===== src/hdl/mvuPkg.sv =====
package mvuPkg;

	// Array shape
	localparam int unsigned PE = 2;	// Output rows per tile
	localparam int unsigned SIMD = 4;	// Activation lanes per tile

	// Element widths
	localparam int unsigned WEIGHT_WIDTH = 4;	// Signed weight
	localparam int unsigned ACTIVATION_WIDTH = 4;	// Unsigned activation
	localparam int unsigned ACCU_WIDTH = 16;	// Signed accumulator
	localparam int unsigned PROD_WIDTH = WEIGHT_WIDTH + ACTIVATION_WIDTH;
	localparam int unsigned SUM_WIDTH = PROD_WIDTH + $clog2(SIMD);	// One PE tile sum

	// Fold handling, also the weight memory depth
	localparam int unsigned MAX_FOLD = 8;
	localparam int unsigned FOLD_WIDTH = $clog2(MAX_FOLD);

	// Requantization
	localparam int unsigned OUT_WIDTH = 8;
	localparam int unsigned OUT_SHIFT = 2;
	localparam int unsigned OUT_MAX = (1 << OUT_WIDTH) - 1;	// Saturation ceiling
	localparam int unsigned LANE_WIDTH = (PE > 1) ? $clog2(PE) : 1;

	// Result buffer
	localparam int unsigned FIFO_DEPTH = 8;
	localparam int unsigned PTR_WIDTH = $clog2(FIFO_DEPTH);
	localparam int unsigned CNT_WIDTH = PTR_WIDTH + 1;	// Holds 0..FIFO_DEPTH
	localparam int unsigned HOLD_LEVEL = FIFO_DEPTH - 4;	// Leaves room for the pipeline

	// Flat bus widths
	localparam int unsigned WTILE_WIDTH = PE * SIMD * WEIGHT_WIDTH;
	localparam int unsigned ATILE_WIDTH = SIMD * ACTIVATION_WIDTH;
	localparam int unsigned RES_WIDTH = PE * ACCU_WIDTH;

	// Consumer FSM
	typedef enum logic {
		SER_IDLE,	// Waiting for a vector
		SER_SEND	// Emitting PE lanes
	} serState_t;

endpackage

===== src/hdl/mvuTop.sv =====
`timescale 1ns/1ns

module mvuTop (
	input  logic                           clk,
	input  logic                           rst,
	// Weight loading
	input  logic                           wWr,
	input  logic [mvuPkg::FOLD_WIDTH-1:0]  wAddr,
	input  logic [mvuPkg::WTILE_WIDTH-1:0] wData,
	// Configuration, stable while tiles flow
	input  logic [mvuPkg::FOLD_WIDTH-1:0]  foldCount,
	// Activation tiles
	input  logic                           aStrobe,
	input  logic [mvuPkg::ATILE_WIDTH-1:0] aData,
	input  logic                           aPad,
	// Requantized output, one lane per beat
	output logic                           outVld,
	output logic [mvuPkg::OUT_WIDTH-1:0]   outData,
	output logic [mvuPkg::LANE_WIDTH-1:0]  outLane,
	// Source must stop strobing while high
	output logic                           hold
);
	import mvuPkg::*;

	logic [FOLD_WIDTH-1:0]  rdAddr;
	logic [WTILE_WIDTH-1:0] rdData;
	logic [ATILE_WIDTH-1:0] a;
	logic                   last;
	logic                   zero;
	logic                   vld;
	logic [RES_WIDTH-1:0]   p;
	logic                   pop;
	logic [RES_WIDTH-1:0]   popData;
	logic                   empty;

	weightMem weightMem_i (
		.clk    (clk),
		.wWr    (wWr),
		.wAddr  (wAddr),
		.wData  (wData),
		.rdAddr (rdAddr),
		.rdData (rdData)
	);

	mvuSequencer mvuSequencer_i (
		.clk       (clk),
		.rst       (rst),
		.aStrobe   (aStrobe),
		.aData     (aData),
		.aPad      (aPad),
		.foldCount (foldCount),
		.rdAddr    (rdAddr),
		.a         (a),
		.last      (last),
		.zero      (zero)
	);

	// Weights come straight from the memory read register
	mvuCore mvuCore_i (
		.clk  (clk),
		.rst  (rst),
		.last (last),
		.zero (zero),
		.w    (rdData),
		.a    (a),
		.vld  (vld),
		.p    (p)
	);

	resultFifo resultFifo_i (
		.clk      (clk),
		.rst      (rst),
		.push     (vld),
		.pushData (p),
		.pop      (pop),
		.popData  (popData),
		.empty    (empty),
		.hold     (hold)
	);

	requantSerializer requantSerializer_i (
		.clk     (clk),
		.rst     (rst),
		.empty   (empty),
		.popData (popData),
		.pop     (pop),
		.outVld  (outVld),
		.outData (outData),
		.outLane (outLane)
	);

endmodule


===== src/hdl/requantSerializer.sv =====
`timescale 1ns/1ns

module requantSerializer (
	input  logic                           clk,
	input  logic                           rst,
	input  logic                           empty,
	input  logic [mvuPkg::RES_WIDTH-1:0]   popData,
	output logic                           pop,
	output logic                           outVld,
	output logic [mvuPkg::OUT_WIDTH-1:0]   outData,
	output logic [mvuPkg::LANE_WIDTH-1:0]  outLane	// PE index of outData
);
	import mvuPkg::*;

	serState_t               state;
	logic [LANE_WIDTH-1:0]   lane;	// Lane being sent
	logic                    lastLane;
	logic signed [ACCU_WIDTH-1:0] accSel;
	logic signed [ACCU_WIDTH-1:0] shifted;
	logic [OUT_WIDTH-1:0]    quant;

	assign lastLane = (lane == LANE_WIDTH'(PE - 1));

	// Fetch on idle, or early on the final lane so vectors go back to back
	assign pop = !empty && ((state == SER_IDLE) || lastLane);

	// ReLU, arithmetic shift, clamp to OUT_MAX
	always_comb begin
		accSel = $signed(popData[lane*ACCU_WIDTH +: ACCU_WIDTH]);
		shifted = (accSel < 0) ? '0 : (accSel >>> OUT_SHIFT);
		if (shifted > $signed(ACCU_WIDTH'(OUT_MAX)))
			quant = OUT_WIDTH'(OUT_MAX);
		else
			quant = OUT_WIDTH'(shifted);
	end

	always_ff @(posedge clk) begin
		if (rst) begin
			state <= SER_IDLE;
			lane <= '0;
			outVld <= 1'b0;
		end else begin
			outVld <= (state == SER_SEND);
			case (state)
				SER_IDLE: if (pop) state <= SER_SEND;	// Data lands next cycle
				SER_SEND: begin
					if (lastLane) begin
						lane <= '0;
						state <= pop ? SER_SEND : SER_IDLE;
					end else begin
						lane <= lane + 1'b1;
					end
				end
				default: state <= SER_IDLE;
			endcase
		end
	end

	// Lane payload
	always_ff @(posedge clk) begin
		outData <= quant;
		outLane <= lane;
	end

endmodule


===== src/hdl/resultFifo.sv =====
`timescale 1ns/1ns

module resultFifo (
	input  logic                          clk,
	input  logic                          rst,
	input  logic                          push,	// From core vld
	input  logic [mvuPkg::RES_WIDTH-1:0]  pushData,
	input  logic                          pop,
	output logic [mvuPkg::RES_WIDTH-1:0]  popData,	// One cycle after pop
	output logic                          empty,
	output logic                          hold	// Tells the source to pause
);
	import mvuPkg::*;

	logic [RES_WIDTH-1:0] mem [FIFO_DEPTH];
	logic [PTR_WIDTH-1:0] wrPtr;
	logic [PTR_WIDTH-1:0] rdPtr;
	logic [CNT_WIDTH-1:0] occ;	// Entries held
	logic                 full;

	// Pointers and occupancy
	always_ff @(posedge clk) begin
		if (rst) begin
			wrPtr <= '0;
			rdPtr <= '0;
			occ <= '0;
		end else begin
			if (push)
				wrPtr <= wrPtr + 1'b1;	// Wraps at FIFO_DEPTH
			if (pop)
				rdPtr <= rdPtr + 1'b1;
			case ({push, pop})
				2'b10: occ <= occ + 1'b1;
				2'b01: occ <= occ - 1'b1;
				default: occ <= occ;	// Both or neither
			endcase
		end
	end

	// Storage and read register
	always_ff @(posedge clk) begin
		if (push)
			mem[wrPtr] <= pushData;
		if (pop)
			popData <= mem[rdPtr];
	end

	assign empty = (occ == '0);
	assign full = (occ == CNT_WIDTH'(FIFO_DEPTH));
	assign hold = (occ >= CNT_WIDTH'(HOLD_LEVEL));	// Early, results still in flight

	// The core cannot stall, so a push into a full buffer is lost data
	noOverflow: assert property (@(posedge clk) disable iff (rst)
		!(push && full))
		else $error("resultFifo: push while full, source ignored hold");

	noUnderflow: assert property (@(posedge clk) disable iff (rst)
		!(pop && empty))
		else $error("resultFifo: pop while empty");

endmodule


===== src/hdl/mvuCore.sv =====
`timescale 1ns/1ns

module mvuCore (
	input  logic                            clk,
	input  logic                            rst,
	input  logic                            last,	// Final tile of a vector
	input  logic                            zero,	// Drop this tile's contribution
	input  logic [mvuPkg::WTILE_WIDTH-1:0]  w,	// PE x SIMD signed weights
	input  logic [mvuPkg::ATILE_WIDTH-1:0]  a,	// SIMD unsigned activations
	output logic                            vld,
	output logic [mvuPkg::RES_WIDTH-1:0]    p	// PE signed accumulators
);
	import mvuPkg::*;

	// Signed weight times zero-extended activation fits PROD_WIDTH
	function automatic logic signed [PROD_WIDTH-1:0] laneProd(
		input logic signed [WEIGHT_WIDTH-1:0] wv,
		input logic [ACTIVATION_WIDTH-1:0]    av
	);
		logic signed [PROD_WIDTH-1:0] wExt;
		logic signed [PROD_WIDTH-1:0] aExt;
		wExt = PROD_WIDTH'(wv);	// Sign extension
		aExt = $signed(PROD_WIDTH'(av));	// Always positive
		return wExt * aExt;
	endfunction

	logic [1:5] L;	// Last flag with one bit per stage
	logic [1:3] Z;	// Zero flag up to the accumulator

	logic [WTILE_WIDTH-1:0]         w1;
	logic [ATILE_WIDTH-1:0]         a1;
	logic signed [PROD_WIDTH-1:0]   m2 [PE][SIMD];
	logic signed [SUM_WIDTH-1:0]    sum2 [PE];	// Combinational reduction
	logic signed [SUM_WIDTH-1:0]    s3 [PE];
	logic signed [ACCU_WIDTH-1:0]   acc4 [PE];
	logic signed [ACCU_WIDTH-1:0]   res5 [PE];

	// Flag pipeline
	always_ff @(posedge clk) begin
		if (rst) begin
			L <= '0;
			Z <= '1;	// Treat startup as bubbles
		end else begin
			L <= {last, L[1:4]};
			Z <= {zero, Z[1:2]};
		end
	end
	assign vld = L[5];

	// Stage 1 input registers
	always_ff @(posedge clk) begin
		w1 <= w;
		a1 <= a;
	end

	// Stage 2 multiplies every lane on its own
	always_ff @(posedge clk) begin
		for (int pe = 0; pe < PE; pe++) begin
			for (int s = 0; s < SIMD; s++) begin
				m2[pe][s] <= laneProd(w1[(pe*SIMD + s)*WEIGHT_WIDTH +: WEIGHT_WIDTH],
					a1[s*ACTIVATION_WIDTH +: ACTIVATION_WIDTH]);
			end
		end
	end

	// Cross-SIMD reduction, one sum per PE
	always_comb begin
		for (int pe = 0; pe < PE; pe++) begin
			sum2[pe] = '0;
			for (int s = 0; s < SIMD; s++)
				sum2[pe] = sum2[pe] + SUM_WIDTH'(m2[pe][s]);	// Sign-extended
		end
	end

	// Stage 3
	always_ff @(posedge clk) begin
		s3 <= sum2;
	end

	// Stage 4 accumulates over the fold
	// L[4] still carries the previous vector's last flag while the
	// first tile of the next vector sits in stage 3
	always_ff @(posedge clk) begin
		if (rst) begin
			for (int pe = 0; pe < PE; pe++)
				acc4[pe] <= '0;
		end else begin
			for (int pe = 0; pe < PE; pe++) begin
				acc4[pe] <= (L[4] ? '0 : acc4[pe])
					+ (Z[3] ? '0 : ACCU_WIDTH'(s3[pe]));	// Pad and bubble add 0
			end
		end
	end

	// Stage 5 result register, valid together with L[5]
	always_ff @(posedge clk) begin
		res5 <= acc4;
	end

	always_comb begin
		for (int pe = 0; pe < PE; pe++)
			p[pe*ACCU_WIDTH +: ACCU_WIDTH] = res5[pe];
	end

	// An unwritten weight word or an unmasked startup value shows up as unknown result bits
	knownResult: assert property (@(posedge clk) disable iff (rst)
		vld |-> !$isunknown(p))
		else $error("mvuCore: result with unknown bits");

endmodule


===== src/hdl/mvuSequencer.sv =====
`timescale 1ns/1ns

module mvuSequencer (
	input  logic                            clk,
	input  logic                            rst,
	input  logic                            aStrobe,	// One activation tile
	input  logic [mvuPkg::ATILE_WIDTH-1:0]  aData,
	input  logic                            aPad,	// Tile counts but adds nothing
	input  logic [mvuPkg::FOLD_WIDTH-1:0]   foldCount,	// Tiles per vector minus one
	output logic [mvuPkg::FOLD_WIDTH-1:0]   rdAddr,
	output logic [mvuPkg::ATILE_WIDTH-1:0]  a,
	output logic                            last,
	output logic                            zero
);
	import mvuPkg::*;

	logic [FOLD_WIDTH-1:0] foldCnt;	// Position of the next tile in its vector
	logic                  atEnd;

	assign atEnd = (foldCnt == foldCount);

	// Fold counter steps on every accepted tile
	always_ff @(posedge clk) begin
		if (rst) begin
			foldCnt <= '0;
		end else if (aStrobe) begin
			if (atEnd)
				foldCnt <= '0;	// Vector complete
			else
				foldCnt <= foldCnt + 1'b1;
		end
	end

	// Weight address straight from the counter so the memory
	// registers the tile on the same edge as the activation below
	assign rdAddr = foldCnt;

	// Control flags line up with rdData
	always_ff @(posedge clk) begin
		if (rst) begin
			last <= 1'b0;
			zero <= 1'b1;	// Idle core sees bubbles
		end else begin
			last <= aStrobe && atEnd;
			zero <= !aStrobe || aPad;	// Bubble or pad tile
		end
	end

	// Activation payload
	always_ff @(posedge clk) begin
		a <= aData;
	end

	// Fold length has to stay put until the open vector is done
	foldStable: assert property (@(posedge clk) disable iff (rst)
		(foldCnt != '0) |-> $stable(foldCount))
		else $error("mvuSequencer: foldCount changed mid-vector");

endmodule


===== src/hdl/weightMem.sv =====
`timescale 1ns/1ns

module weightMem (
	input  logic                            clk,
	input  logic                            wWr,	// External write strobe
	input  logic [mvuPkg::FOLD_WIDTH-1:0]   wAddr,
	input  logic [mvuPkg::WTILE_WIDTH-1:0]  wData,
	input  logic [mvuPkg::FOLD_WIDTH-1:0]   rdAddr,	// From the fold counter
	output logic [mvuPkg::WTILE_WIDTH-1:0]  rdData
);
	import mvuPkg::*;

	// One word holds a whole PE x SIMD weight tile
	logic [WTILE_WIDTH-1:0] mem [MAX_FOLD];

	// Write port
	always_ff @(posedge clk) begin
		if (wWr) begin
			mem[wAddr] <= wData;
		end
	end

	// Read port, data one cycle after the address
	always_ff @(posedge clk) begin
		rdData <= mem[rdAddr];
	end

	// Address 0 is also where the sequencer parks between vectors,
	// any other read address means a vector is half way through
	// and its tile must not change underneath it
	midVectorWrite: assert property (@(posedge clk)
		(wWr && (rdAddr != '0)) |-> (wAddr != rdAddr))
		else $error("weightMem: write to live tile %0d mid-vector", wAddr);

endmodule


===== config.mk =====
export PLATFORM = sky130hd
export DESIGN_NAME = mvuTop
export DESIGN_NICKNAME = d
export VERILOG_FILES = /design/src/hdl/mvuPkg.sv /design/src/hdl/mvuTop.sv /design/src/hdl/requantSerializer.sv /design/src/hdl/resultFifo.sv /design/src/hdl/mvuCore.sv /design/src/hdl/mvuSequencer.sv /design/src/hdl/weightMem.sv
export SDC_FILE = /design/constraint.sdc
export NUM_CORES = 1
export LEC_CHECK = 0
export BUFFER_PORTS_ARGS = -buffer_cell sky130_fd_sc_hd__buf_2
export CELL_PAD_IN_SITES_DETAIL_PLACEMENT = 1
export CELL_PAD_IN_SITES_GLOBAL_PLACEMENT = 1
export CORE_ASPECT_RATIO = 0.6
export CORE_MARGIN = 3
export CORE_UTILIZATION = 36
export CTS_CLUSTER_DIAMETER = 60
export DETAILED_ROUTE_END_ITERATION = 8
export PLACE_DENSITY = 0.57
export SLEW_MARGIN = 40
export SYNTH_ARGS = -nofsm -noshare
export SYNTH_HDL_FRONTEND = slang
export SYNTH_SLANG_ARGS = --single-unit

===== constraint.sdc =====
create_clock -name clk -period 3.8 [get_ports clk]
set_input_delay 0.19 -clock clk [delete_from_list [all_inputs] [get_ports clk]]
set_output_delay 0.19 -clock clk [all_outputs]
set_load 0.01 [all_outputs]

# After elaboration in Yosys (flattened, before gate mapping)
# Memory sizes are Yosys's and may differ from the RTL's. A register that Yosys moved wholly into a read port is not among the register bits.
# Cells that the tools add are included.
[totals]
regBits = 183
latch_bits = 0
ram_bits = 576
rom_bits = 0
output_inout_bits = 11
word_cells = 78
mem_count = 3
[op_classes]
add_sub_neg = 14
mul = 8
n_div = 0
order_cmp = 3
n_eq_ne = 3
shift = 1
n_mux = 15
n_bitwise = 1
reduce_logical = 8
[memory_table]
columns = ["memory", "depth", "width", "rd", "rd_clocked_by_memory_dff", "write_ports", "line_no", "rtl"]
rows = [
  ["resultFifo_i.mem", 8, 32, 1, 1, 1, "resultFifo.sv:15", "logic [RES_WIDTH-1:0] mem [FIFO_DEPTH];"],
  ["weightMem_i.mem", 8, 32, 1, 1, 1, "weightMem.sv:14", "logic [WTILE_WIDTH-1:0] mem [MAX_FOLD];"],
  ["mvuCore_i.m2", 2, 32, 2, 0, 2, "mvuCore.sv:32", "logic signed [PROD_WIDTH-1:0] m2 [PE][SIMD];"],
]
[ops]
columns = ["operator", "n"]
rows = [
  ["$mul 4x5->8", 8],
  ["$mux 16", 4],
  ["$add 16x16->16", 2],
  ["$shiftx 32x6->16", 1],
  ["$add 10x8->10", 2],
  ["$add 9x8->10", 2],
  ["$add 8x8->9", 2],
  ["$gt 16x9->1 const B", 1],
  ["$lt 16x1->1 const B", 1],
  ["$mux 14", 1],
  ["$add 3x1->3 const B", 3],
  ["$pmux 4 s2", 1],
  ["$mux 1", 7],
  ["$add 4x1->4 const B", 1],
  ["$ge 4x3->1 const B", 1],
  ["$logic_not 4->1", 1],
  ["$sub 4x1->4 const B", 1],
  ["$eq 3x3->1", 1],
  ["$mux 3", 1],
  ["$eq 2x1->1 const B", 1],
  ["$eq 2x2->1 const B", 1],
  ["$logic_and 1x1->1", 2],
  ["$logic_not 1->1", 2],
  ["$logic_or 1x1->1", 2],
  ["4 further kinds", 4],
]

# Longest topological paths before layout
# Gate-level depths: netlist of run 1.
[depth]
ltp_word = 6
depth_mapped = 13
mapped_depth_nobuf = 13

# Hierarchy
# A second synthesis of run 1 with hierarchy kept.
[hier_totals]
cells_unflattened = 2090
hier_area_um2 = 34401.7
[modules_own_cells]
columns = ["module", "instances", "cells_per_inst", "area_each_um2"]
rows = [
  ["mvuCore", 1, 1122, 11626.2],
  ["resultFifo", 1, 469, 11252.0],
  ["weightMem", 1, 415, 10466.3],
  ["mvuSequencer", 1, 43, 581.8],
  ["requantSerializer", 1, 41, 475.5],
]

# Worst setup path before layout of run 1
# Ideal clock, no wire load.
[synth_path]
path_type = "register -> register"
startpoint = "register resultFifo_i.occ[0]"
endpoint = "register resultFifo_i.occ[3]"
setup_time_ps = 70
arrival_time_ps = 3523
setup_slack_ps = 207
stages_incl_launch_ff = 10
path_buffers = 0
synth_period_minus_slack_ps = 3593
path_cell_list = "dfxtp_1 nor4_1 a21oi_1 ha_1 ha_1 a21o_1 a21oi_1 xnor2_1 or3_1 a21oi_1"
[synth_via]
elab_chain_len = 5
elab_cells_between_ends = 9
classes_between = "add/sub: 2; eq/ne: 2; mux: 1; reduce/logical: 4"
[synth_lines]
columns = ["item", "line_no", "rtl"]
rows = [
  ["from (decl)", "resultFifo.sv:18", "logic [CNT_WIDTH-1:0] occ;"],
  ["from (signal assigned)", "resultFifo.sv:33", "2'b10: occ <= occ + 1'b1;"],
  ["from (signal assigned)", "resultFifo.sv:34", "2'b01: occ <= occ - 1'b1;"],
  ["$logic_not 4->1 (*)", "resultFifo.sv:48", "assign empty = (occ == '0);"],
  ["$logic_not 1->1 (*)", "requantSerializer.sv:25", "assign pop = !empty && ((state == SER_IDLE) || lastLane);"],
  ["$logic_and 1x1->1 (*)", "requantSerializer.sv:25", ""],
  ["net pop", "mvuTop.sv:32", "logic pop;"],
  ["$eq 2x1->1 or $eq 2x2->1 (tied branches)", "resultFifo.sv:32", "case ({push, pop})"],
  ["$pmux 4 s2 or $reduce_bool 2->1 (tied branches)", "--", ""],
]
# Mark *: on every way through the listed nets, which the timed path passes. The rest lies on a longest branch.
# A chain may end at the register's enable or synchronous reset.

==> results.txt, run 1 <==
The post-synthesis instance area is approximately 0.032 mm2. The die is ~240 um tall. The initial utilization of the core area, before any placement, comes to approximately 37%. The critical path is of the reg -> reg type. The number of global-route vias before repair came out at 18,300. The number of I/O port buffers came out at 69.

The floorplan step defined a die boundary enclosing around 0.094 mm2. The share of the yosys chip area belonging to registers is 63.9%. The gate count of the mapped netlist came out at between 2,000 and 2,500. The final period demand of the worst path came out at around 3.4 ns. The maximum fanout encountered on the critical timing path is 8. The data required time of the critical path came out at 4.37 ns. No sink is reached through more buffers than the 3 on the longest clock path. The post-route DRC violation count came out at 0. The post-DP HPWL is 48,700 um. Total power for the finished layout comes to around 0.025 W.

The worst setup skew after layout is 0.0195 ns. The first global-routing pass estimated around 110,000 um of wire. The global-route total usage across every layer is roughly 16%. The worst hold slack after final layout came out at 0.0778 ns. The number of nets with antenna violations after detailed routing came out at 0.

The number of buffers inserted for hold repair after clock tree synthesis is 54. The layout has roughly 8,800 filler cells. The delay of the slowest cell on the worst path is between 0.5 and 0.6 ns. Among all flip-flop cells after synthesis, the most frequent one is sky130_fd_sc_hd__edfxtp_1. 70 I/O pins were placed.

The detailed-route wire length is 72,800 um. The number of antenna violations at the first check in global routing was 2. STA classifies the critical path endpoint as a flip-flop.

The run finished with clean final reports. The synthesis warning total is 0. The final net count is around 2,500.

The die width is roughly 400 um. Setup repair after global routing left no endpoint under its margin. The total count of max-transition violations in the final report came out at 0. The clock transition at the registers of the reported paths came out at about 0.060 ns. CTS placed an instance of sky130_fd_sc_hd__clkbuf_16 at the clock tree root. Counting every net in the synthesized netlist gives around 2,300. Once layout is complete, the utilization of the core stands at 42.7%.

The maximum clock frequency came out at 298 MHz. The number of violations of the max-capacitance limit is 0. The nature of the critical path startpoint is a flip-flop. The count of cells resized by post-cts repair is 0. The worst-case register-to-register setup slack is between 0.4 and 0.5 ns. The worst path arrival time came out at about 3.9 ns.

The maximum number of pins on one net before global-route repair came out at 43. Counting distinct cell types in the post-synthesis netlist gives approximately 60. The share of layout cells above drive strength 1 came out at around a fifth. The final RePlAce weighted congestion came out at 0.788. Counting flops and latches in the post-synthesis netlist gives around 780. The area growth from synthesis to layout came out at 16.4%. The H-tree depth came out at 3. The synthesized area per cell came out at roughly 16 um2. The count of endpoints failing hold in the final timing report came to 0. The post-CTS setup buffer count is 0. The number of clock sinks came out at about 780. The slowest stage of the critical path is the sky130_fd_sc_hd__fa_1 cell. The average wire per cell in the routed design is between 20 and 25 um. The transition time of the tightest slew-check pin is between 0.8 and 0.9 ns.

The leakage power came out at 14.3 nW. The CTS tree is yes. The detailed-routing iteration count for the pre-antenna-repair pass is 7. The areal power density over the cells came out at ~670 mW/mm2. The detailed-route vias per instance came out at 4.80. The worst supply voltage drop on vdd came out at approximately 0.00056 V. In this design, the critical path's most frequently occurring cell is sky130_fd_sc_hd__fa_1. The total negative slack for setup checks is 0 ns. The core footprint is around 0.09 mm2. The post-route fraction of the period consumed by the critical path is roughly nine tenths. The number of failing setup endpoints in the final timing report is 0.

The count of standard-cell rows came out at 84. The combined area of the multi-input logic cells is approximately 0.011 mm2. The detailed router placed around 17,000 vias in this run.

The worst hold path belongs to the class in -> reg. The worst-case headroom to the max-slew limit is approximately 45%. The overflow left after global routing is 0.

The clock latency of the later-clocked register in the worst-skew pair is roughly 0.65 ns. Walking the worst path, the cells encountered are nand2b_1 > fa_1 > fa_1 > inv_1 > fa_1 > ha_1 > fa_1 > a21o_1 > a21oi_1 > xnor2_1. Across the whole layout, storage elements account for a little over 0.02 mm2. The number of CTS-inserted buffers came out at 76. The violation count after the first detailed-routing iteration is approximately 900. The share of flip-flops with an asynchronous set or reset is 0%. The number of flops mapped to enable cells by yosys is 508.
metal layers:
layer  vias up  track usage [%]  share of wire (%)
met5         -                0                  0
met4         0             3.12                1.4
met3        74             3.83                4.3
met2       200             22.6                 41
met1      8674             24.6                 53
li1       7713                -                  -
final timing paths:
check	startpoint	endpoint	cells after the start
max	mvuCore_i.a1[0]$_DFF_P_	mvuCore_i.m2[1][31]$_DFF_P_	10
min	rst	mvuCore_i.acc4[17]$_SDFF_PP0_	2
max reg2reg	mvuCore_i.a1[0]$_DFF_P_	mvuCore_i.m2[1][31]$_DFF_P_	10
min reg2reg	weightMem_i.rdData[30]$_DFF_P_	mvuCore_i.w1[30]$_DFF_P_	0
state kept, by name, indices dropped and copies added (netlist names), 3 cells and up:
name and flops:
weightMem_i.mem 256, requantSerializer_i.outData 8, resultFifo_i.rdPtr 3, resultFifo_i.mem 224
mvuCore_i.m2 64, mvuCore_i.w1 32, mvuCore_i.acc4 32, mvuCore_i.p 28
mvuSequencer_i.rdAddr 3, mvuSequencer_i.a 16, resultFifo_i.popData 28, weightMem_i.rdData 32
mvuCore_i.a1 16, mvuCore_i.Z 3, resultFifo_i.occ 4, mvuCore_i.s3 20
mvuCore_i.L 5, resultFifo_i.wrPtr 3
Yosys cell counts (2+ instances only):
library cell,n,share of area (%)
sky130_fd_sc_hd__and4_1,3,0.081
sky130_fd_sc_hd__fa_1,77,4.7
sky130_fd_sc_hd__inv_1,136,1.6
sky130_fd_sc_hd__nand2_1,60,0.69
sky130_fd_sc_hd__nand2b_1,23,0.44
sky130_fd_sc_hd__o211ai_1,3,0.069
sky130_fd_sc_hd__a21o_1,34,0.79
sky130_fd_sc_hd__mux2_2,61,2.1
sky130_fd_sc_hd__nand4_1,3,0.058
sky130_fd_sc_hd__a211oi_2,2,0.077
sky130_fd_sc_hd__xnor2_1,65,1.8
sky130_fd_sc_hd__o21ai_0,8,0.12
sky130_fd_sc_hd__o21ai_1,9,0.14
sky130_fd_sc_hd__a41o_1,3,0.092
sky130_fd_sc_hd__a211o_1,2,0.054
sky130_fd_sc_hd__nor3b_1,2,0.046
sky130_fd_sc_hd__xor2_1,14,0.38
sky130_fd_sc_hd__buf_6,10,0.35
sky130_fd_sc_hd__o41ai_1,4,0.11
sky130_fd_sc_hd__a31oi_1,3,0.058
sky130_fd_sc_hd__edfxtp_1,508,47
sky130_fd_sc_hd__and2_1,61,1.2
sky130_fd_sc_hd__mux4_2,120,8.3
sky130_fd_sc_hd__nor2b_1,97,1.9
sky130_fd_sc_hd__nor4_1,3,0.058
sky130_fd_sc_hd__clkbuf_1,31,0.36
sky130_fd_sc_hd__a311oi_1,2,0.054
sky130_fd_sc_hd__or2_2,4,0.077
sky130_fd_sc_hd__o21bai_1,2,0.046
sky130_fd_sc_hd__dfxtp_1,275,17
sky130_fd_sc_hd__nor3_1,16,0.25
sky130_fd_sc_hd__a211oi_1,7,0.16
sky130_fd_sc_hd__mux2_1,10,0.35
sky130_fd_sc_hd__and3_1,2,0.039
sky130_fd_sc_hd__a21oi_1,55,0.85
sky130_fd_sc_hd__buf_2,11,0.17
sky130_fd_sc_hd__mux2_4,2,0.092
sky130_fd_sc_hd__mux2i_1,11,0.34
sky130_fd_sc_hd__ha_1,174,6.7
sky130_fd_sc_hd__nor2_1,64,0.74
sky130_fd_sc_hd__nand3_1,7,0.11
sky130_fd_sc_hd__o21a_1,7,0.16
area by class of cell:
class / instances / area share (%)
Antenna cell: 2 / 0.0132
Clock buffer: 97 / 5.76
Clock inverter: 44 / 1.19
Inverter: 136 / 1.35
Multi-Input combinational cell: 1036 / 29.2
Sequential cell: 783 / 54.9
Tap cell: 1204 / 3.98
Timing Repair Buffer: 167 / 3.57
logic make-up after synthesis:
kind of cell,share of synthesized area (%)
AOI/OAI and AO/OA,3.15
xor gates and xnor gates,2.13
adders and majority gates,11.4
buffers and inverters,2.46
DFF,63.9
muxes,11.2
and+or+nand+nor,5.70
per-stage QoR:
stage	instances	worst slack (ns)	area, um2
3_5_place_dp	3269	0.439	34600
5_1_grt	3467	0.252	37800
6_report	3469	0.446	37800
2_1_floorplan	2008	0.207	32500
4_1_cts	3464	0.409	37800
3_3_place_gp	3266	0.460	34500
worst max-delay path: cells and delay by family (launching register included):
family	cells	cell delay [ns]
compound gates	2	0.38
xor+xnor	1	0.14
fa+ha+maj	5	2.17
buf+inv	1	0.05
flops	1	0.37
simple gates	1	0.19
where the power goes:
part           switching (W)  leakage (nW)  internal [W]
Combinational        0.00342          6.09       0.00323
Clock                0.00332          1.29       0.00458
Sequential          0.000697          6.95        0.0101
Total                0.00744          14.3        0.0179
layout by cell type (no fill, tap or decap), drive strengths merged, types with 7 or more instances in the layout:
cell / instances
edfxtp: 508
nand2: 60
a21oi: 56
nor2: 64
fa: 77
dlygate4sd3: 54
clkinv: 21
o21a: 8
xor2: 14
a211oi: 9
nor2b: 97
clkbuf: 98
dfxtp: 275
inv: 144
clkinvlp: 8
nor3: 16
a21o: 34
nand2b: 23
and2: 61
buf: 112
nand3: 7
bufinv: 7
o21ai: 17
mux2: 73
xnor2: 65
mux4: 120
ha: 174
mux2i: 11
Power figures use the tool's default switching activity.
==> run 2: changes to the inputs <==
CTS_BUF_LIST = sky130_fd_sc_hd__clkbuf_4   (was default)
==> run 2 against run 1 <==
Non-clock buffer count rose by 63. Core utilization is 0.62 points higher. Count of clock-buffer cells in the layout rose by 184.
==> results.txt, run 2 (same netlist as run 1, synthesis figures left out) <==
The worst-case register-to-register setup slack came out at 0.44 ns (about the same). Walking the worst path, the cells encountered are nand2b_1 > fa_1 > fa_1 > inv_1 > fa_1 > ha_1 > fa_1 > a21o_1 > a21oi_1 > xnor2_1. The post-DP HPWL is 48,700 um (unchanged). The critical path depth is 10 (unchanged). In this design, the largest share of critical-path delay is due to adder cells. The critical register-to-register path startpoint is mvuCore_i.a1[0]$_DFF_P_. The cell with the largest stage delay on the worst path is sky130_fd_sc_hd__fa_1. The total negative slack for setup checks is 0 ns (unchanged). The final net count is 2,680 (+6.8%).

The number of antenna violations at the first check in global routing came out at 3 (+1). The total number of vias came out at 17,700 (+6.1%). The leakage power is 14.8 nW (+3.3%). The deepest clock path buffer count came to 3 (unchanged). The initial core utilization came out at 36.7% (unchanged). The H-tree depth is 4 (+1). In this run the worst hold path is classified as in -> reg. The transition time of the tightest slew-check pin is 0.821 ns (-0.00816 ns). The most numerous cell type found on the critical path is sky130_fd_sc_hd__fa_1. The post-route DRC violation count came to 0 (unchanged). The worst setup skew after layout is 0.0648 ns (+0.0454 ns). The worst path arrival time came out at 4.36 ns (+0.44 ns). The worst supply voltage drop on vdd came out at 0.000569 V (+1.8%). The area growth from synthesis to layout came out at 18.1%. The share of layout cells above drive strength 1 is 25.3% (+5.0 points).

The maximum number of pins on one net before global-route repair came out at 43 (unchanged). The total count of max-transition violations in the final report is 0 (unchanged). The clock transition at the registers of the reported paths came to 0.08 ns (+0.02 ns). The number of failing setup endpoints in the final timing report is 0 (unchanged). The global-route total usage across every layer was 16.5% (+0.60 points). The post-CTS setup buffer count is 0 (unchanged). The number of violations of the max-capacitance limit came out at 0 (unchanged). The combined area of the multi-input logic cells is 0.0110 mm2 (unchanged). The detailed-route vias per instance came out at 4.73 (-1.6%). In this run the most critical hold path is launched from foldCount[0]. STA classifies the critical path endpoint as a flip-flop. The detailed-routing iteration count for the pre-antenna-repair pass came out at 5 (-2). The maximum clock frequency came to 297 MHz (-0.31%). The worst-case reg-to-reg path depth came out at 10 (unchanged). The post-layout utilization of the core is 43.4% (+0.62 points). The largest registers in the layout are weightMem_i.mem (256), resultFifo_i.mem (224), mvuCore_i.m2 (64). The number of buffer and inverter instances along the worst setup path came to 1 (unchanged). The flow ran to the end, and the final reports show no timing, DRC or antenna violations. Setup repair after global routing left no endpoint under its margin. The post-route fraction of the period consumed by the critical path was 88.5% (+0.27 points). The filler cell count in the final layout came out at 8,938 (+1.9%). The cell sitting at the root of the clock tree is a sky130_fd_sc_hd__clkbuf_4. The final period demand of the worst path came out at 3.36 ns (+0.0103 ns). The number of CTS-inserted buffers came out at 183 (+140%). The worst hold path terminates at mvuSequencer_i.rdAddr[0]$_SDFFE_PP0P_. The global-route wire length before repair was 117,000 um (+3.2%).

The average wire per cell in the routed design is 20.1 um (-4.5%). The overflow left after global routing came out at 0 (unchanged). The top cell types in the final layout, fill and taps aside, are sky130_fd_sc_hd__edfxtp_1, sky130_fd_sc_hd__clkbuf_4, sky130_fd_sc_hd__dfxtp_1, sky130_fd_sc_hd__ha_1, sky130_fd_sc_hd__inv_1. The endpoint of the most critical register-to-register path is mvuCore_i.m2[1][31]$_DFF_P_. The violation count after the first detailed-routing iteration came out at 952 (+6.6%). The number of primary I/O pins came to 70 (unchanged).

The delay of the slowest cell on the worst path is 0.54 ns (about the same). The count of standard-cell rows came out at 84 (unchanged). The core footprint came to 0.0885 mm2 (unchanged). The detailed-route wire length came out at 75,000 um (+3.0%).

More flip-flops sit in one register than any other, and that register is weightMem_i.mem. The CTS tree is yes. The library cell used most frequently in the layout, excluding fill and tap cells, is sky130_fd_sc_hd__edfxtp_1. The die width came out at 394 um (unchanged). The worst-case headroom to the max-slew limit was 44.7% (+0.17 points). STA classifies the critical path startpoint as a flip-flop.

The number of nets with antenna violations after detailed routing was 0 (unchanged). The count of endpoints failing hold in the final timing report came out at 0 (unchanged). The setup path with the least slack is of type reg -> reg. The maximum fanout encountered on the critical timing path came out at 8 (unchanged). The data required time of the critical path is 4.80 ns (+0.43 ns). The die area came out at 0.0940 mm2 (unchanged). The areal power density over the cells was 642 mW/mm2 (-4.1%). The number of global-route vias before repair came out at 19,600 (+7.0%). The worst hold path depth is 5 (+3). The flip-flop count of the largest register, all copies and words added came to 256 (unchanged).

The clock latency of the later-clocked register in the worst-skew pair came out at 1.11 ns (+0.46 ns). The final RePlAce weighted congestion is 0.788 (unchanged). The area taken by flip-flops and latches is 0.0208 mm2 (unchanged). The overall die height is 239 um (unchanged). The number of clock sinks came to 783 (unchanged). The number of I/O port buffers is 69 (unchanged).
-- run 2: cell types whose count changed in the layout (fill, tap and decap cells not counted), sizes merged --
cell,delta
bufinv,-4
clkbuf,+185
clkinv,+30
clkinvlp,-7
diode,+5
dlygate4sd3,+62
-- run 2: layer usage --
metal	wire, um	GRT usage (%)	part of all wire (%)	vias to the layer above
li1	-	-	-	8207
met1	39000	24.7	52	9055
met2	30800	22.8	41	320
met3	4150	5.02	5.5	96
met4	1120	4.78	1.5	0
met5	0	0	0	-
-- run 2: worst max path at each step --
stage                                           startpoint                               end  slack, ns
after floorplan           resultFifo_i.occ[0]$_SDFFE_PP0P_  resultFifo_i.occ[3]$_SDFFE_PP0P_       0.21
after global placement             mvuCore_i.a1[0]$_DFF_P_       mvuCore_i.m2[1][31]$_DFF_P_       0.46
after detailed placement          mvuCore_i.w1[19]$_DFF_P_       mvuCore_i.m2[1][31]$_DFF_P_       0.44
after CTS                          mvuCore_i.a1[0]$_DFF_P_       mvuCore_i.m2[1][31]$_DFF_P_       0.41
after global routing              mvuCore_i.w1[19]$_DFF_P_       mvuCore_i.m2[1][31]$_DFF_P_       0.26
final                              mvuCore_i.a1[0]$_DFF_P_       mvuCore_i.m2[1][31]$_DFF_P_       0.44
-- run 2: worst min-delay path, stage by stage --
cell	delay (ns)
sky130_fd_sc_hd__buf_2	0.09
sky130_fd_sc_hd__xnor2_1	0.15
sky130_fd_sc_hd__a41o_1	0.22
sky130_fd_sc_hd__nor2_1	0.05
sky130_fd_sc_hd__dlygate4sd3_1	0.53
-- run 2: cell type report --
class / instances / area share (%)
timing repair buffer: 230 / 5.20
sequential: 783 / 54.1
multi-input combinational: 1036 / 28.8
antenna: 7 / 0.0456
clock inverter: 63 / 1.08
clock buffer: 281 / 5.50
inverter: 136 / 1.33
tap: 1204 / 3.93
-- run 2: timing repair --
action,in CTS,in global routing
endpoints found under the hold margin,569,0
resized for setup,0,0
hold buffers,116,0
-- run 2: power breakdown --
| group | switching (W) | internal (W) |
|---|---|---|
| logic | 0.00342 | 0.00328 |
| clock network | 0.00355 | 0.00364 |
| registers | 0.000685 | 0.0101 |
-- run 2: per-stage QoR --
step                worst slack [ns]  cell area (um2)  instances  hold slack [ns]  total power, W
CTS                            0.408            38300       3729           0.0219          0.0251
detailed placement             0.439            34600       3269            0.294          0.0176
floorplan                      0.207            32500       2008            0.218          0.0157
global placement               0.460            34500       3266            0.293          0.0175
finish                         0.435            38400       3740            0.180          0.0246
global route                   0.259            38400       3738           0.0577          0.0265
==> run 3: changes to the inputs <==
BUFFER_PORTS_ARGS = -buffer_cell sky130_fd_sc_hd__buf_4   (was -buffer_cell sky130_fd_sc_hd__buf_2)
==> run 3 against run 2 <==
Clock skew rose by 0.0012 ns. Sequential share of layout area fell by 0.070 points. Combinational power rose by 3%. Total power fell by 0.15%. Register-to-register slack got worse by 0.07 ns. Global-route usage rose by 0.17 points. Via count rose by 0.55%. Core utilization rose by 0.051 points. Non-clock buffer count rose by 1. Critical path type unchanged. Critical endpoint unchanged. Largest cell class unchanged. Largest power group unchanged. Highest routed layer unchanged.
==> results.txt, run 3 (same netlist as run 1, synthesis figures left out) <==
The kind of capture point of the worst setup path is a flip-flop. The number of nets with antenna violations after detailed routing is 0 (unchanged). The post-DP HPWL was 49,600 um (+2.0%). The number of primary I/O pins is 70 (unchanged). TritonCTS built the clock tree. The detailed-route wire length is 75,700 um (+0.94%). The worst-case headroom to the max-slew limit is 48.1% (+3.3 points). The clock latency of the later-clocked register in the worst-skew pair came out at 1.08 ns (-0.03 ns).

The overflow left after global routing was 0 (unchanged). The core footprint is 0.0885 mm2 (unchanged). In the final layout, the registers with the most flip-flops are weightMem_i.mem (256), resultFifo_i.mem (224), mvuCore_i.m2 (64).

The average wire per cell in the routed design is 20.3 um (+1.1%). The worst hold path depth came out at 3 (-2). The number of antenna violations at the first check in global routing came out at 4 (+1).

The global-route wire length before repair is 117,000 um (+0.72%). The die width is 394 um (unchanged). The number of CTS-inserted buffers is 187 (+2.2%). The flip-flop count of the largest register, all copies and words added came to 256 (unchanged). The maximum clock frequency came to 291 MHz (-2.0%). The leakage power is 14.8 nW (about the same). The H-tree depth came to 4 (unchanged). Setup repair after global routing left no endpoint under its margin.

The final RePlAce weighted congestion is 0.778 (-1.3%). The total number of vias is 17,800 (+0.55%). The run finished with clean final reports.

The post-route DRC violation count came out at 0 (unchanged). The top cell types in the final layout, fill and taps aside, are sky130_fd_sc_hd__edfxtp_1, sky130_fd_sc_hd__clkbuf_4, sky130_fd_sc_hd__dfxtp_1, sky130_fd_sc_hd__ha_1, sky130_fd_sc_hd__inv_1. The detailed-route vias per instance came to 4.76 (+0.72%).

The overall die height is 239 um (unchanged). The worst-case reg-to-reg path depth came out at 10 (unchanged). The areal power density over the cells is 640 mW/mm2 (-0.27%). The tree is rooted in a sky130_fd_sc_hd__clkbuf_4. The final period demand of the worst path was 3.43 ns (+0.0683 ns). The share of layout cells above drive strength 1 came out at 25.2% (-0.15 points). The path class of the tightest hold or removal check is in -> reg.

The commonest non-fill, non-tap cell in the layout is sky130_fd_sc_hd__edfxtp_1. The final net count came out at 2,685 (+0.19%). The violation count after the first detailed-routing iteration is 947 (-0.53%).

The die area is 0.0940 mm2 (unchanged). The deepest clock path buffer count is 3 (unchanged). The number of violations of the max-capacitance limit came out at 0 (unchanged). The maximum fanout encountered on the critical timing path is 8 (unchanged). The post-CTS setup buffer count came out at 0 (unchanged). The initial core utilization is 36.7% (unchanged). The maximum number of pins on one net before global-route repair is 67 (+56%). The filler cell count in the final layout is 8,936 (-0.022%). The worst supply voltage drop on vdd is 0.000510 V (-10%). The count of endpoints failing hold in the final timing report is 0 (unchanged). The total count of max-transition violations in the final report came out at 0 (unchanged). The number of I/O port buffers came out at 69 (unchanged). The clock transition at the registers of the reported paths came out at 0.08 ns (about the same). STA classifies the critical path startpoint as a flip-flop. The number of global-route vias before repair came to 19,800 (+0.96%). The worst setup skew after layout came out at 0.0660 ns (+0.00119 ns). The detailed-routing iteration count for the pre-antenna-repair pass is 5 (unchanged).

The total negative slack for setup checks came out at 0 ns (unchanged). The data required time of the critical path came out at 4.79 ns (about the same). The post-route fraction of the period consumed by the critical path was 90.3% (+1.8 points). The number of clock sinks is 783 (unchanged). The total power is 0.0246 W (-0.15%). The worst setup path is of the reg -> reg kind. The worst path arrival time came out at 4.43 ns (+0.07 ns).

The transition time of the tightest slew-check pin came out at 0.777 ns (-0.0442 ns). The number of failing setup endpoints in the final timing report is 0 (unchanged). Counting flops per register, the top entry is weightMem_i.mem.

The area growth from synthesis to layout is 18.3%. The count of standard-cell rows came out at 84 (unchanged). The global-route total usage across every layer came out at 16.6% (+0.17 points).
## run 3: power by group
group | internal, W | switching, W
Sequential | 0.0101 | 0.000655
Clock | 0.00359 | 0.00342
Combinational | 0.00335 | 0.00352
## run 3: final cells by class
cell class	count	area (um2)	area share, %
repair buffers	231	2120	5.51
multi-input cells	1036	11000	28.8
diodes	10	25.0	0.0651
well taps	1204	1510	3.92
clock buffers	280	2100	5.47
flip-flops and latches	783	20800	54.1
clock inverters	54	343	0.892
inverters	136	510	1.33
## run 3: worst paths after layout
kind | startpoint | to | slack, ns
max reg2reg | mvuCore_i.a1[1]$_DFF_P_ | mvuCore_i.m2[1][31]$_DFF_P_ | 0.37
min reg2reg | weightMem_i.rdData[17]$_DFF_P_ | mvuCore_i.w1[17]$_DFF_P_ | 0.33
max | mvuCore_i.a1[1]$_DFF_P_ | mvuCore_i.m2[1][31]$_DFF_P_ | 0.37
min | rst | mvuCore_i.acc4[16]$_SDFF_PP0_ | 0.19
## run 3: repair_timing
| action | 4_1_cts | 5_1_grt |
|---|---|---|
| endpoints found under the setup margin | 0 | 0 |
| endpoints found under the hold margin | 586 | 0 |
| gates resized for setup | 0 | 0 |
| hold buffers | 117 | 0 |
## run 3: per-stage QoR
stage | hold WS, ns | util [%] | std cells | worst slack (ns) | instance area, um2
after floorplan | 0.218 | - | 2008 | 0.207 | 32500
after CTS | 0.00163 | 43.4 | 3723 | 0.345 | 38400
after detailed placement | 0.296 | 39.3 | 3272 | 0.394 | 34800
final | 0.188 | 43.4 | 3734 | 0.367 | 38400
after global routing | 0.0789 | 43.4 | 3733 | 0.153 | 38400
after global placement | 0.295 | 39.2 | 3269 | 0.482 | 34700
## run 3: per-layer routing
layer	wire, um	share of wire (%)	up-vias	track usage, %
met4	1190	1.6	0	5.19
met5	0	0	-	0
li1	-	-	8224	-
met1	38800	51	9113	24.7
met3	3820	5.0	104	4.19
met2	31900	42	335	23.8
## run 3: critical path, cell delays in order (launching register included)
cell                      delay, ns
sky130_fd_sc_hd__dfxtp_1       0.48
sky130_fd_sc_hd__nand2_1       0.13
sky130_fd_sc_hd__fa_1          0.51
sky130_fd_sc_hd__fa_1          0.56
sky130_fd_sc_hd__inv_1         0.06
sky130_fd_sc_hd__fa_1          0.46
sky130_fd_sc_hd__ha_1          0.24
sky130_fd_sc_hd__fa_1          0.41
sky130_fd_sc_hd__a21o_1        0.20
sky130_fd_sc_hd__a21oi_1       0.17
sky130_fd_sc_hd__xnor2_1       0.14
